[config.mk]
export PLATFORM = sky130hd
export DESIGN_NAME = cpuDebugTop
export DESIGN_NICKNAME = d
export VERILOG_FILES = /design/src/hdl/cpuDebugPkg.sv /design/src/hdl/cpuDebugTop.sv /design/src/hdl/sharedMemory.sv /design/src/hdl/memArbiter.sv /design/src/hdl/execCore.sv /design/src/hdl/debugController.sv /design/src/hdl/masterSequencer.sv
export VERILOG_INCLUDE_DIRS = /design/src /design/src/include
export SDC_FILE = /design/constraint.sdc
export NUM_CORES = 2
export LEC_CHECK = 0
export BUFFER_PORTS_ARGS = -buffer_cell sky130_fd_sc_hd__buf_4
export CORE_AREA = 2 2 642 899
export CTS_BUF_LIST = sky130_fd_sc_hd__clkbuf_16
export DETAILED_ROUTE_END_ITERATION = 12
export DIE_AREA = 0 0 644 901
export PLACE_DENSITY_LB_ADDON = 0.1
export SKIP_CTS_REPAIR_TIMING = 1
export SLEW_MARGIN = 40
export SYNTH_ARGS = -nofsm -noshare
export SYNTH_HDL_FRONTEND = slang
export SYNTH_MEMORY_MAX_BITS = 65536
export SYNTH_SLANG_ARGS = --single-unit
[constraint.sdc]
create_clock -name CLK -period 32 [get_ports CLK]
set_clock_uncertainty 0.05 [all_clocks]
set_input_delay 6.4 -clock CLK [delete_from_list [all_inputs] [get_ports CLK]]
set_output_delay 6.4 -clock CLK [all_outputs]
set_load 0.05 [all_outputs]
[src/include/cpuDebug_defs.svh]
`ifndef CPU_DEBUG_DEFS_SVH
`define CPU_DEBUG_DEFS_SVH

// Datapath sizing
`define DATA_W      16      // Memory word and accumulator
`define ADDR_W      8       // Word address, also the PC width
`define MEM_DEPTH   256     // Words in the shared memory

// Opcode field sits in the top nibble of an instruction word
`define OPC_W       4

// Host command channel
// Slots in the command queue, the host starts with this many credits
`define CMD_CREDITS 2

`endif
[src/hdl/cpuDebugPkg.sv]
`include "cpuDebug_defs.svh"

package cpuDebugPkg;

	typedef enum logic [3:0] {
		phStopped      = 4'd0,
		phFetch        = 4'd1,
		phDecode       = 4'd2,
		phExecute      = 4'd3,
		phCommit       = 4'd4,
		phDebugStopped = 4'd5,
		phDebugDecode  = 4'd6,
		phDebugExecute = 4'd7,
		phDebugCommit  = 4'd8,
		phDebugFetch   = 4'd9,
		phDebugAck     = 4'd10
	} phaseT;

	// Instruction word is {opcode, unused, 8-bit operand address}
	typedef enum logic [`OPC_W-1:0] {
		opNop  = 4'h0,
		opLda  = 4'h1,  // acc = mem[a]
		opAdd  = 4'h2,  // acc = acc + mem[a]
		opSta  = 4'h3,  // mem[a] = acc
		opJmp  = 4'h4,  // pc = a
		opHalt = 4'hF
	} opcodeT;

	typedef enum logic [2:0] {
		dbgSetStop  = 3'd0,  // data[0] stop mode, data[1] increment mode
		dbgSetBkp   = 3'd1,  // addr is the breakpoint, data[0] enables it
		dbgSetWatch = 3'd2,  // addr is the watch address, data[0] enables it
		dbgStep     = 3'd3,
		dbgSetPtr   = 3'd4,
		dbgReadMem  = 3'd5,
		dbgWriteMem = 3'd6,
		dbgStatus   = 3'd7
	} dbgOpT;

	typedef struct packed {
		dbgOpT              op;
		logic [`ADDR_W-1:0] addr;
		logic [`DATA_W-1:0] data;
	} dbgCmdT;

	typedef struct packed {
		dbgOpT              op;  // Echo of the command
		logic [`DATA_W-1:0] data;
	} dbgRespT;

	typedef struct packed {
		logic               req;
		logic               we;
		logic [`ADDR_W-1:0] addr;
		logic [`DATA_W-1:0] wdata;
	} memReqT;

	typedef struct packed {
		logic               gnt;     // Same cycle as req
		logic               rvalid;  // One cycle after a read grant
		logic [`DATA_W-1:0] rdata;
	} memRespT;

	typedef struct packed {
		logic stopped;
		logic fetch;
		logic decode;
		logic execute;
		logic commit;
		logic debugAck;
		logic debugMrAddrIncx;
		logic halted;
		logic pcEnx;
		logic debugActive;
	} seqCtrlT;

	typedef struct packed {
		logic debugReq;
		logic debugModeStop;
		logic debugModeInc;
	} dbgCtrlT;

endpackage

[src/hdl/cpuDebugTop.sv]
`include "cpuDebug_defs.svh"

module cpuDebugTop
	import cpuDebugPkg::*;
(
	input  logic    CLK,
	input  logic    RESET,
	input  logic    cmdValid,
	input  dbgCmdT  cmd,
	output logic    cmdCredit,
	output logic    respValid,
	output dbgRespT resp
);

	seqCtrlT            seqCtrl;
	dbgCtrlT            dbgCtrl;
	logic               debugAtBkp;
	logic               debugInWatch;
	logic               haltx;
	logic [`ADDR_W-1:0] pc;
	logic [`DATA_W-1:0] acc;
	memReqT             coreMemReq;
	memReqT             dbgMemReq;
	memReqT             memReq;     // Winner, to the memory
	memRespT            coreMemResp;
	memRespT            dbgMemResp;
	logic [`DATA_W-1:0] memRdata;

	masterSequencer u_seq (
		.CLK, .RESET, .dbgCtrl, .debugAtBkp, .debugInWatch, .haltx,
		.seqCtrl, .phase()
	);

	debugController u_dbg (
		.CLK, .RESET, .cmdValid, .cmd, .seqCtrl, .pc, .acc,
		.coreWrite(coreMemReq), .memResp(dbgMemResp),
		.cmdCredit, .respValid, .resp, .dbgCtrl, .debugAtBkp, .debugInWatch,
		.memReq(dbgMemReq)
	);

	execCore u_core (
		.CLK, .RESET, .seqCtrl, .memResp(coreMemResp),
		.memReq(coreMemReq), .pc, .acc, .haltx
	);

	memArbiter u_arb (
		.CLK, .RESET, .coreReq(coreMemReq), .dbgReq(dbgMemReq), .memRdata,
		.coreResp(coreMemResp), .dbgResp(dbgMemResp), .memReq
	);

	sharedMemory u_mem (
		.CLK, .memReq, .rdata(memRdata)
	);

endmodule

[src/hdl/sharedMemory.sv]
`include "cpuDebug_defs.svh"

module sharedMemory
	import cpuDebugPkg::*;
(
	input  logic               CLK,
	input  memReqT             memReq,
	output logic [`DATA_W-1:0] rdata
);

	logic [`DATA_W-1:0] mem [`MEM_DEPTH];

	// Single port: one write or one read per cycle
	always_ff @(posedge CLK) begin
		if (memReq.req) begin
			if (memReq.we)
				mem[memReq.addr] <= memReq.wdata;
			else
				rdata <= mem[memReq.addr];  // Seen one cycle after the grant
		end
	end

endmodule

[src/hdl/memArbiter.sv]
`include "cpuDebug_defs.svh"

module memArbiter
	import cpuDebugPkg::*;
(
	input  logic               CLK,
	input  logic               RESET,
	input  memReqT             coreReq,
	input  memReqT             dbgReq,
	input  logic [`DATA_W-1:0] memRdata,
	output memRespT            coreResp,
	output memRespT            dbgResp,
	output memReqT             memReq
);

	logic rdPendR;      // A read was granted last cycle
	logic rdOwnerDbgR;  // ... and it belongs to the debug side

	// Core always wins, it never asks two cycles in a row
	always_comb begin
		memReq          = coreReq.req ? coreReq : dbgReq;
		coreResp        = '0;
		dbgResp         = '0;
		coreResp.gnt    = coreReq.req;
		dbgResp.gnt     = dbgReq.req & ~coreReq.req;
		coreResp.rvalid = rdPendR & ~rdOwnerDbgR;
		dbgResp.rvalid  = rdPendR & rdOwnerDbgR;
		coreResp.rdata  = memRdata;
		dbgResp.rdata   = memRdata;
	end

	always_ff @(posedge CLK or posedge RESET) begin
		if (RESET) begin
			rdPendR     <= 1'b0;
			rdOwnerDbgR <= 1'b0;
		end else begin
			rdPendR     <= memReq.req & ~memReq.we;
			rdOwnerDbgR <= ~coreReq.req;
		end
	end

endmodule

[src/hdl/execCore.sv]
`include "cpuDebug_defs.svh"

module execCore
	import cpuDebugPkg::*;
(
	input  logic               CLK,
	input  logic               RESET,
	input  seqCtrlT            seqCtrl,
	input  memRespT            memResp,
	output memReqT             memReq,
	output logic [`ADDR_W-1:0] pc,
	output logic [`DATA_W-1:0] acc,
	output logic               haltx
);

	logic [`DATA_W-1:0] ir;
	logic [`DATA_W-1:0] insn;        // IR, or the word arriving for it
	logic               irValidR;    // Low until the first fetch returns
	logic               fetchPendR;  // Instruction word due this cycle
	logic               opndPendR;   // Operand due this cycle
	opcodeT             opc;
	logic [`ADDR_W-1:0] opnd;
	logic               needFetch;
	logic               pcAdv;

	assign insn = (fetchPendR & memResp.rvalid) ? memResp.rdata : ir;
	assign opc  = opcodeT'(insn[`DATA_W-1 -: `OPC_W]);
	assign opnd = insn[`ADDR_W-1:0];
	// Decode with an empty IR fetches first, execute then decodes the word on the fly
	assign needFetch = seqCtrl.fetch | (seqCtrl.decode & ~irValidR & ~fetchPendR);
	assign haltx = irValidR & (ir[`DATA_W-1 -: `OPC_W] == opHalt);
	// Steps advance the PC themselves, pcEnx is off in debug
	assign pcAdv = seqCtrl.commit & (seqCtrl.pcEnx | seqCtrl.debugActive) & ~haltx;

	always_comb begin
		memReq = '0;
		if (needFetch) begin
			memReq.req  = 1'b1;
			memReq.addr = pc;
		end else if (seqCtrl.execute) begin
			memReq.addr  = opnd;
			memReq.wdata = acc;
			case (opc)
				opLda, opAdd: memReq.req = 1'b1;
				opSta: begin
					memReq.req = 1'b1;
					memReq.we  = 1'b1;
				end
				default: ;
			endcase
		end
	end

	always_ff @(posedge CLK) begin
		if (fetchPendR & memResp.rvalid)
			ir <= memResp.rdata;
	end

	always_ff @(posedge CLK or posedge RESET) begin
		if (RESET) begin
			pc         <= '0;
			acc        <= '0;
			irValidR   <= 1'b0;
			fetchPendR <= 1'b0;
			opndPendR  <= 1'b0;
		end else begin
			fetchPendR <= needFetch & memResp.gnt;
			opndPendR  <= ~needFetch & memReq.req & ~memReq.we & memResp.gnt;
			if (fetchPendR & memResp.rvalid)
				irValidR <= 1'b1;
			if (seqCtrl.commit && irValidR) begin
				if (opndPendR & memResp.rvalid) begin
					if (opc == opLda)
						acc <= memResp.rdata;
					else if (opc == opAdd)
						acc <= acc + memResp.rdata;  // Wraps at DATA_W
				end
				if (opc == opJmp)
					pc <= opnd;
				else if (pcAdv)
					pc <= pc + 1'b1;
			end
		end
	end

endmodule

[src/hdl/debugController.sv]
`include "cpuDebug_defs.svh"

module debugController
	import cpuDebugPkg::*;
(
	input  logic               CLK,
	input  logic               RESET,
	input  logic               cmdValid,
	input  dbgCmdT             cmd,
	input  seqCtrlT            seqCtrl,
	input  logic [`ADDR_W-1:0] pc,
	input  logic [`DATA_W-1:0] acc,
	input  memReqT             coreWrite,  // Core bus, snooped for the watch
	input  memRespT            memResp,
	output logic               cmdCredit,
	output logic               respValid,
	output dbgRespT            resp,
	output dbgCtrlT            dbgCtrl,
	output logic               debugAtBkp,
	output logic               debugInWatch,
	output memReqT             memReq
);

	localparam int QP_W = (`CMD_CREDITS > 1) ? $clog2(`CMD_CREDITS) : 1;
	localparam int QC_W = $clog2(`CMD_CREDITS + 1);

	dbgCmdT             cmdQ [`CMD_CREDITS];  // Credits keep it from overflowing
	dbgCmdT             headCmd;
	logic [QP_W-1:0]    wrPtrR;
	logic [QP_W-1:0]    rdPtrR;
	logic [QC_W-1:0]    countR;
	logic               qValid;
	logic               retire;               // Head command done this cycle
	logic               respNow;
	logic               stepStart;
	logic [`DATA_W-1:0] respData;
	logic               stopModeR;
	logic               incModeR;
	logic               stepBusyR;            // Drives debugReq
	logic               memWaitR;             // Read granted, data next cycle
	logic               haltedR;              // Sticky copy of the halted pulse
	logic               watchHitR;
	logic               bkpEnR;
	logic               watchEnR;
	logic [`ADDR_W-1:0] bkpAddrR;
	logic [`ADDR_W-1:0] watchAddrR;
	logic [`ADDR_W-1:0] ptrR;                 // Memory pointer

	assign headCmd   = cmdQ[rdPtrR];
	assign qValid    = countR != '0;
	assign stepStart = qValid & (headCmd.op == dbgStep) & ~stepBusyR;

	assign dbgCtrl = '{debugReq: stepBusyR, debugModeStop: stopModeR, debugModeInc: incModeR};
	// Held while parked at the breakpoint, so only a step moves past it
	assign debugAtBkp = bkpEnR & (pc == bkpAddrR) & (seqCtrl.fetch | seqCtrl.stopped);
	assign debugInWatch = watchHitR;

	always_comb begin
		memReq       = '0;
		memReq.req   = qValid & ~memWaitR & (headCmd.op inside {dbgReadMem, dbgWriteMem});
		memReq.we    = headCmd.op == dbgWriteMem;
		memReq.addr  = ptrR;
		memReq.wdata = headCmd.data;
	end

	always_comb begin
		retire   = 1'b0;
		respNow  = 1'b0;
		respData = acc;  // STEP answers with the accumulator
		if (qValid) begin
			case (headCmd.op)
				dbgStep: begin
					retire  = stepBusyR & seqCtrl.debugAck;
					respNow = retire;
				end
				dbgReadMem: begin
					retire   = memWaitR & memResp.rvalid;
					respNow  = retire;
					respData = memResp.rdata;
				end
				dbgWriteMem: retire = memResp.gnt;  // Write lands at the grant edge
				dbgStatus: begin
					retire   = 1'b1;
					respNow  = 1'b1;
					respData = {haltedR, seqCtrl.debugActive, seqCtrl.stopped,
						{(`DATA_W - 3 - `ADDR_W){1'b0}}, pc};
				end
				default: retire = 1'b1;  // Register writes take one cycle
			endcase
		end
	end

	always_ff @(posedge CLK) begin
		if (cmdValid)
			cmdQ[wrPtrR] <= cmd;
		resp <= '{op: headCmd.op, data: respData};
	end

	always_ff @(posedge CLK or posedge RESET) begin
		if (RESET) begin
			wrPtrR     <= '0;
			rdPtrR     <= '0;
			countR     <= '0;
			cmdCredit  <= 1'b0;
			respValid  <= 1'b0;
			stopModeR  <= 1'b1;  // Core comes up stopped
			incModeR   <= 1'b0;
			stepBusyR  <= 1'b0;
			memWaitR   <= 1'b0;
			haltedR    <= 1'b0;
			watchHitR  <= 1'b0;
			bkpEnR     <= 1'b0;
			watchEnR   <= 1'b0;
			bkpAddrR   <= '0;
			watchAddrR <= '0;
			ptrR       <= '0;
		end else begin
			if (cmdValid)
				wrPtrR <= (wrPtrR == QP_W'(`CMD_CREDITS - 1)) ? '0 : wrPtrR + 1'b1;
			if (retire)
				rdPtrR <= (rdPtrR == QP_W'(`CMD_CREDITS - 1)) ? '0 : rdPtrR + 1'b1;
			countR    <= countR + QC_W'(cmdValid) - QC_W'(retire);
			cmdCredit <= retire;   // Same cycle as the response
			respValid <= respNow;
			if (stepStart)
				stepBusyR <= 1'b1;
			else if (retire && headCmd.op == dbgStep)
				stepBusyR <= 1'b0;  // Dropped right after debugAck
			if (memReq.req & ~memReq.we & memResp.gnt)
				memWaitR <= 1'b1;
			else if (memResp.rvalid)
				memWaitR <= 1'b0;
			if (stepStart)
				haltedR <= 1'b0;
			else if (seqCtrl.halted)
				haltedR <= 1'b1;
			// Watch hit lives until the next step or a new watch setting
			if (stepStart || (retire && headCmd.op == dbgSetWatch))
				watchHitR <= 1'b0;
			if (watchEnR && coreWrite.req && coreWrite.we && coreWrite.addr == watchAddrR)
				watchHitR <= 1'b1;
			if (retire) begin
				case (headCmd.op)
					dbgSetStop: begin
						stopModeR <= headCmd.data[0];
						incModeR  <= headCmd.data[1];
					end
					dbgSetBkp: begin
						bkpAddrR <= headCmd.addr;
						bkpEnR   <= headCmd.data[0];
					end
					dbgSetWatch: begin
						watchAddrR <= headCmd.addr;
						watchEnR   <= headCmd.data[0];
					end
					default: ;
				endcase
			end
			// Pointer load wins over both kinds of auto increment
			if (retire && headCmd.op == dbgSetPtr)
				ptrR <= headCmd.addr;
			else if (retire && incModeR && (headCmd.op inside {dbgReadMem, dbgWriteMem}))
				ptrR <= ptrR + 1'b1;
			else if (seqCtrl.debugMrAddrIncx)
				ptrR <= ptrR + 1'b1;
		end
	end

endmodule

[src/hdl/masterSequencer.sv]
module masterSequencer
	import cpuDebugPkg::*;
(
	input  logic    CLK,
	input  logic    RESET,
	input  dbgCtrlT dbgCtrl,
	input  logic    debugAtBkp,
	input  logic    debugInWatch,
	input  logic    haltx,
	output seqCtrlT seqCtrl,
	output phaseT   phase
);

	// Phases run one cycle each; stop conditions only count at a fetch boundary
	phaseT phaseNext;
	logic  resetR;           // First cycle out of reset
	logic  reqArmedR;        // Cleared by a step, rearmed once debugReq drops
	logic  stopCond;
	logic  debugActiveNext;

	assign stopCond = dbgCtrl.debugModeStop | debugAtBkp | debugInWatch;

	assign debugActiveNext = phaseNext inside {phDebugStopped, phDebugDecode, phDebugExecute,
		phDebugCommit, phDebugFetch, phDebugAck};

	always_comb begin
		case (phase)
			phStopped: begin
				if (stopCond)
					phaseNext = phDebugStopped;
				else if (resetR | haltx)
					phaseNext = phFetch;   // Nothing fetched yet, or refetch the HALT
				else
					phaseNext = phDecode;  // Resume on the instruction already in the IR
			end
			phFetch:        phaseNext = stopCond ? phDebugStopped : phDecode;
			phDecode:       phaseNext = phExecute;
			phExecute:      phaseNext = phCommit;
			phCommit:       phaseNext = phFetch;
			phDebugStopped: begin
				if (dbgCtrl.debugReq & reqArmedR)
					phaseNext = phDebugDecode;  // One step
				else if (!stopCond)
					phaseNext = phStopped;      // Released
				else
					phaseNext = phDebugStopped;
			end
			phDebugDecode:  phaseNext = phDebugExecute;
			phDebugExecute: phaseNext = phDebugCommit;
			phDebugCommit:  phaseNext = phDebugFetch;
			phDebugFetch:   phaseNext = phDebugAck;
			phDebugAck:     phaseNext = phDebugStopped;
			default:        phaseNext = phStopped;
		endcase
	end

	// A held debugReq must not start a second step
	always_ff @(posedge CLK or posedge RESET) begin
		if (RESET) begin
			reqArmedR <= 1'b1;
		end else if (phaseNext == phDebugDecode) begin
			reqArmedR <= 1'b0;
		end else if (phaseNext == phDebugStopped && !dbgCtrl.debugReq) begin
			reqArmedR <= 1'b1;
		end
	end

	// Strobes are decoded from the next phase so they line up with it
	always_ff @(posedge CLK or posedge RESET) begin
		if (RESET) begin
			phase           <= phStopped;
			resetR          <= 1'b1;
			seqCtrl         <= '0;
			seqCtrl.stopped <= 1'b1;  // Stop mode resets set, so pcEnx starts low
		end else begin
			phase                   <= phaseNext;
			resetR                  <= 1'b0;
			seqCtrl.stopped         <= phaseNext inside {phStopped, phDebugStopped, phDebugAck};
			seqCtrl.fetch           <= phaseNext inside {phFetch, phDebugFetch};
			seqCtrl.decode          <= phaseNext inside {phDecode, phDebugDecode};
			seqCtrl.execute         <= phaseNext inside {phExecute, phDebugExecute};
			seqCtrl.commit          <= phaseNext inside {phCommit, phDebugCommit};
			seqCtrl.debugAck        <= phaseNext == phDebugAck;
			seqCtrl.debugMrAddrIncx <= (phaseNext == phDebugAck) & dbgCtrl.debugModeInc;
			seqCtrl.halted <= (phaseNext inside {phDecode, phDebugDecode}) & haltx;
			seqCtrl.debugActive     <= debugActiveNext;
			// Free-running PC enable, held low in debug and on HALT
			if (resetR)
				seqCtrl.pcEnx <= ~dbgCtrl.debugModeStop & ~haltx;
			else
				seqCtrl.pcEnx <= ~debugActiveNext & ~haltx;
		end
	end

endmodule

==> impl_metrics.csv <==
group,metric,value,unit
floorplanning,fp-row-count,329,
route,vias_per_cell,5.968,
synthesis,syn_area,176700,um^2
timing,maxSlewViolCount,0,
setup_path,critical-path-slowest-cell,"dfrtp_1",
power,seq_power_share,0.316,
route,routed_wl,773300,um
timing,fmax,123.6,MHz
route,vias,119800,
setup_path,reg2reg_slack,24.32,ns
global_routing,grt_util_all_layers,0.2568,
synthesis,synthTopCellsByArea,"edfxtp_1 71%, a22oi_1 5.5%, a21oi_1 3.7%",
setup_path,crit_chain,"buf_4",
setup_path,max_stage_delay,0.38,ns
timing,min_period_over_period,0.2528,
cts,clock_path_buffers,4,
synthesis,yosysWarnings,0,
job,maxCapViolCount,0,
route,detail_route.wl_per_cell,38.51,um
synthesis,ys_types,99,
synthesis,synthArstFlopShare,0.01939,
timing,timing.final.ws_setup,23.91,ns
cells_and_area,fin_util,0.3603,
global_routing,grt_overflow,0,
setup_path,crit_buf_inv,1,
setup_path,critPathLaunchType,"register",
placed_design,placed_cells,19240,
worst_hold_path,min-delay-start,"u_seq.seqCtrl[2]",
setup_path,rr_endpoint,"u_mem.rdata[4]",
route,first_pass_iters,11,
power,ir_drop,0.0001372,V
cells_and_area,fin_nets,12130,
setup_path,worstPathRequired,25.55,ns
timing,min_period,8.088,ns
timing,tightest_slew,0.9618,ns
timing,tns,0,ns
cts,clkSinkCount,4280,
setup_path,crit_type,"register to primary output",
synthesis,synth_flop_cell,"edfxtp_1",
cells_and_area,syn_to_final_growth,16.69,%
power,combPwrFrac,0.467,
synthesis,yosysTopAreaCellShare,0.7080,
worst_hold_path,whs_endpoint,"u_dbg.haltedR",
route,remaining_drc_errors,0,
cells_and_area,final_layout_size_suffix_gt1_frac,0.1958,
synthesis,synth.avg_cell_area,14.90,um^2
timing,rsz0062_at_grt,"no",
placed_design,routabilityCongestion,0.8343,
setup_path,crit_arrival,1.64,ns
setup_path,r2r_cells,14,
global_routing,grt_max_degree,161,
placed_design,io_buffer_count,50,
global_routing,grt_pass1_vias,118000,
timing,setup_viol,0,
floorplanning,dieArea,580200,um^2
cts,clk_pin_slew,0.07,ns
synthesis,synth_edf_count,4166,
power,power_switching,10880,uW
floorplanning,initial_core_util,0.3088,
timing,maxSlewHeadroom,0.3529,
floorplanning,die_w,644,um
timing,finalHoldViolCount,0,
placed_design,dp_slack,24.18,ns
setup_path,end_kind,"primary output",
synthesis,synth_cells,11860,
power,switching_share,0.4538,
cts,worstSkewPairLatency,1.08,ns
setup_path,rr_startpoint,"u_arb.rdOwnerDbgR",
cells_and_area,stdcell_count,20080,
worst_hold_path,hp-class,"register to register",
cts,cts_made_buffers,435,
power,power_density,116.3,nW/um^2
cells_and_area,fillers,54050,
cts,htreeDepth,5,
worst_hold_path,min_path_cells,1,
setup_path,cp_max_fo,1,
placed_design,dp_hpwl,459300,um
route,drtIter0Drc,16960,
global_routing,grt_antenna_before_repair,36,
floorplanning,fp.coreArea,572200,um^2
global_routing,grt_pass1_wl,1038000,um
synthesis,synth.ff_latch_count,4280,
floorplanning,io_pins,51,
cts,cts_tree,"done",
floorplanning,die_y,901,um
synthesis,yosysSeqAreaShare,0.7233,
synthesis,yosys.area.top_type,"edfxtp_1",
power,power_frac_clock,0.217,
synthesis,syn-num-nets,11910,
outcome,status,"finished, final reports clean",
cts,clockRootBuffer,"clkbuf_16",
power,internal_power,13090,uW
timing,finalHoldWorstSlack,0.4387,ns
setup_path,critPathTopFamily,"flip-flops",
route,drtAntennaViolNets,0,
power,leakagePower,0.06471,uW
sequential cells by signal (all words and copies together), names as in the netlist, 10 cells and up:
name / flops
u_mem.mem: 4096
u_dbg.cmdQ: 54
u_dbg.resp: 19
u_core.acc: 16
u_mem.rdata: 16
u_core.ir: 12
u_seq.seqCtrl: 10
worst register-to-register path: stages (launching register included):
cell	delay [ns]
dfrtp_1	0.39
nand3b_4	0.39
or4_1	0.65
a21oi_4	0.52
o211ai_1	0.44
nand4_1	0.24
buf_4	0.45
buf_12	0.51
buf_6	0.83
buf_4	0.64
o22ai_1	0.37
a211oi_1	0.68
o22ai_2	0.41
nor3_1	0.67
nand4b_1	0.17
layout by cell type (no fill, tap or decap), types with 150 or more instances in the layout:
| cell type | netlist | routed |
|---|---|---|
| edfxtp_1 | 4166 | 4166 |
| a22o_1 | 160 | 159 |
| o21ai_0 | 354 | 352 |
| mux2_2 | 558 | 558 |
| nor2_2 | 1 | 181 |
| a22oi_1 | 1287 | 1287 |
| a21oi_1 | 1313 | 1293 |
| clkbuf_16 | 0 | 444 |
| nand2_1 | 332 | 301 |
| a222oi_1 | 462 | 462 |
| buf_4 | 16 | 605 |
| nor2_1 | 856 | 597 |
| mux2i_1 | 150 | 150 |
per-stage QoR:
stage	area [um^2]	total power [uW]
after floorplan	176700	13250
after global placement	189400	18450
after detailed placement	191500	18750
after CTS	205700	23950
after global routing	206100	24570
final	206200	23970
metal layers:
layer	wire length, um	track usage
met1	298100	0.3196
met2	372700	0.4314
met3	56260	0.04001
met4	46270	0.1342
met5	13	0
power groups by stage:
| stage | logic [uW] | clock network, uW | registers [uW] |
|---|---|---|---|
| 2_1_floorplan | 5010 | 0 | 8240 |
| 3_3_place_gp | 10800 | 0 | 7700 |
| 3_5_place_dp | 11100 | 0 | 7690 |
| 4_1_cts | 11100 | 5300 | 7570 |
| 5_1_grt | 11500 | 5480 | 7570 |
| 6_report | 11200 | 5210 | 7560 |
cells in the mapped netlist, drive strengths merged (10+ instances only):
cell type	count
mux2i	152
a221oi	40
edfxtp	4166
buf	510
o2bb2ai	72
nor3	37
inv	35
nand4	36
o22ai	74
a2111oi	51
a311oi	43
mux2	558
and3	36
mux4	10
ha	19
o21ai	357
a41oi	10
xor2	17
a222oi	462
nor2b	13
a221o	12
a22oi	1287
a31oi	57
a211oi	52
o31ai	23
dfrtp	79
nand2	332
o21a	36
xnor2	20
dfxtp	31
a211o	10
a21oi	1314
clkbuf	460
a21o	55
o211ai	14
nand3	62
nor4	134
nor2	857
and2	46
a22o	160
worst max path at each step:
stage,end,depth (start not counted),slack [ns],from
floorplan,u_mem.mem[0][10],5,17.52,u_dbg.rdPtrR
global placement,u_mem.rdata[7],15,23.04,u_arb.rdOwnerDbgR
detailed placement,u_dbg.wrPtrR,3,24.18,RESET
CTS,respValid,1,23.82,u_dbg.respValid
global route,cmdCredit,1,23.89,u_dbg.cmdCredit
finish,respValid,1,23.91,u_dbg.respValid
area by class of cell:
| type | count | area (um^2) | area share |
|---|---|---|---|
| Sequential cell | 4280 | 127800 | 0.6199 |
| Multi-Input combinational cell | 6571 | 47160 | 0.2288 |
| Clock buffer | 443 | 11090 | 0.05377 |
| Tap cell | 7613 | 9525 | 0.04620 |
| Timing Repair Buffer | 754 | 7229 | 0.03507 |
| Clock inverter | 352 | 3129 | 0.01518 |
| Inverter | 35 | 140.1 | 0.0006797 |
| Antenna cell | 35 | 87.58 | 0.0004248 |
cell families (layout without fill, tap and decap cells):
kind of cell,count (synthesis),after routing,share of synthesized area
DFF,4280,4280,0.7233
AOI/OAI and AO/OA,4194,4194,0.1642
and+or+nand+nor,1599,1599,0.03971
buffers and inverters,1005,1584,0.02387
muxes,720,720,0.04559
xor gates and xnor gates,37,37,0.001834
adders and majority gates,20,20,0.001459
other,1,36,0.00002122
Power figures use the tool's default switching activity.
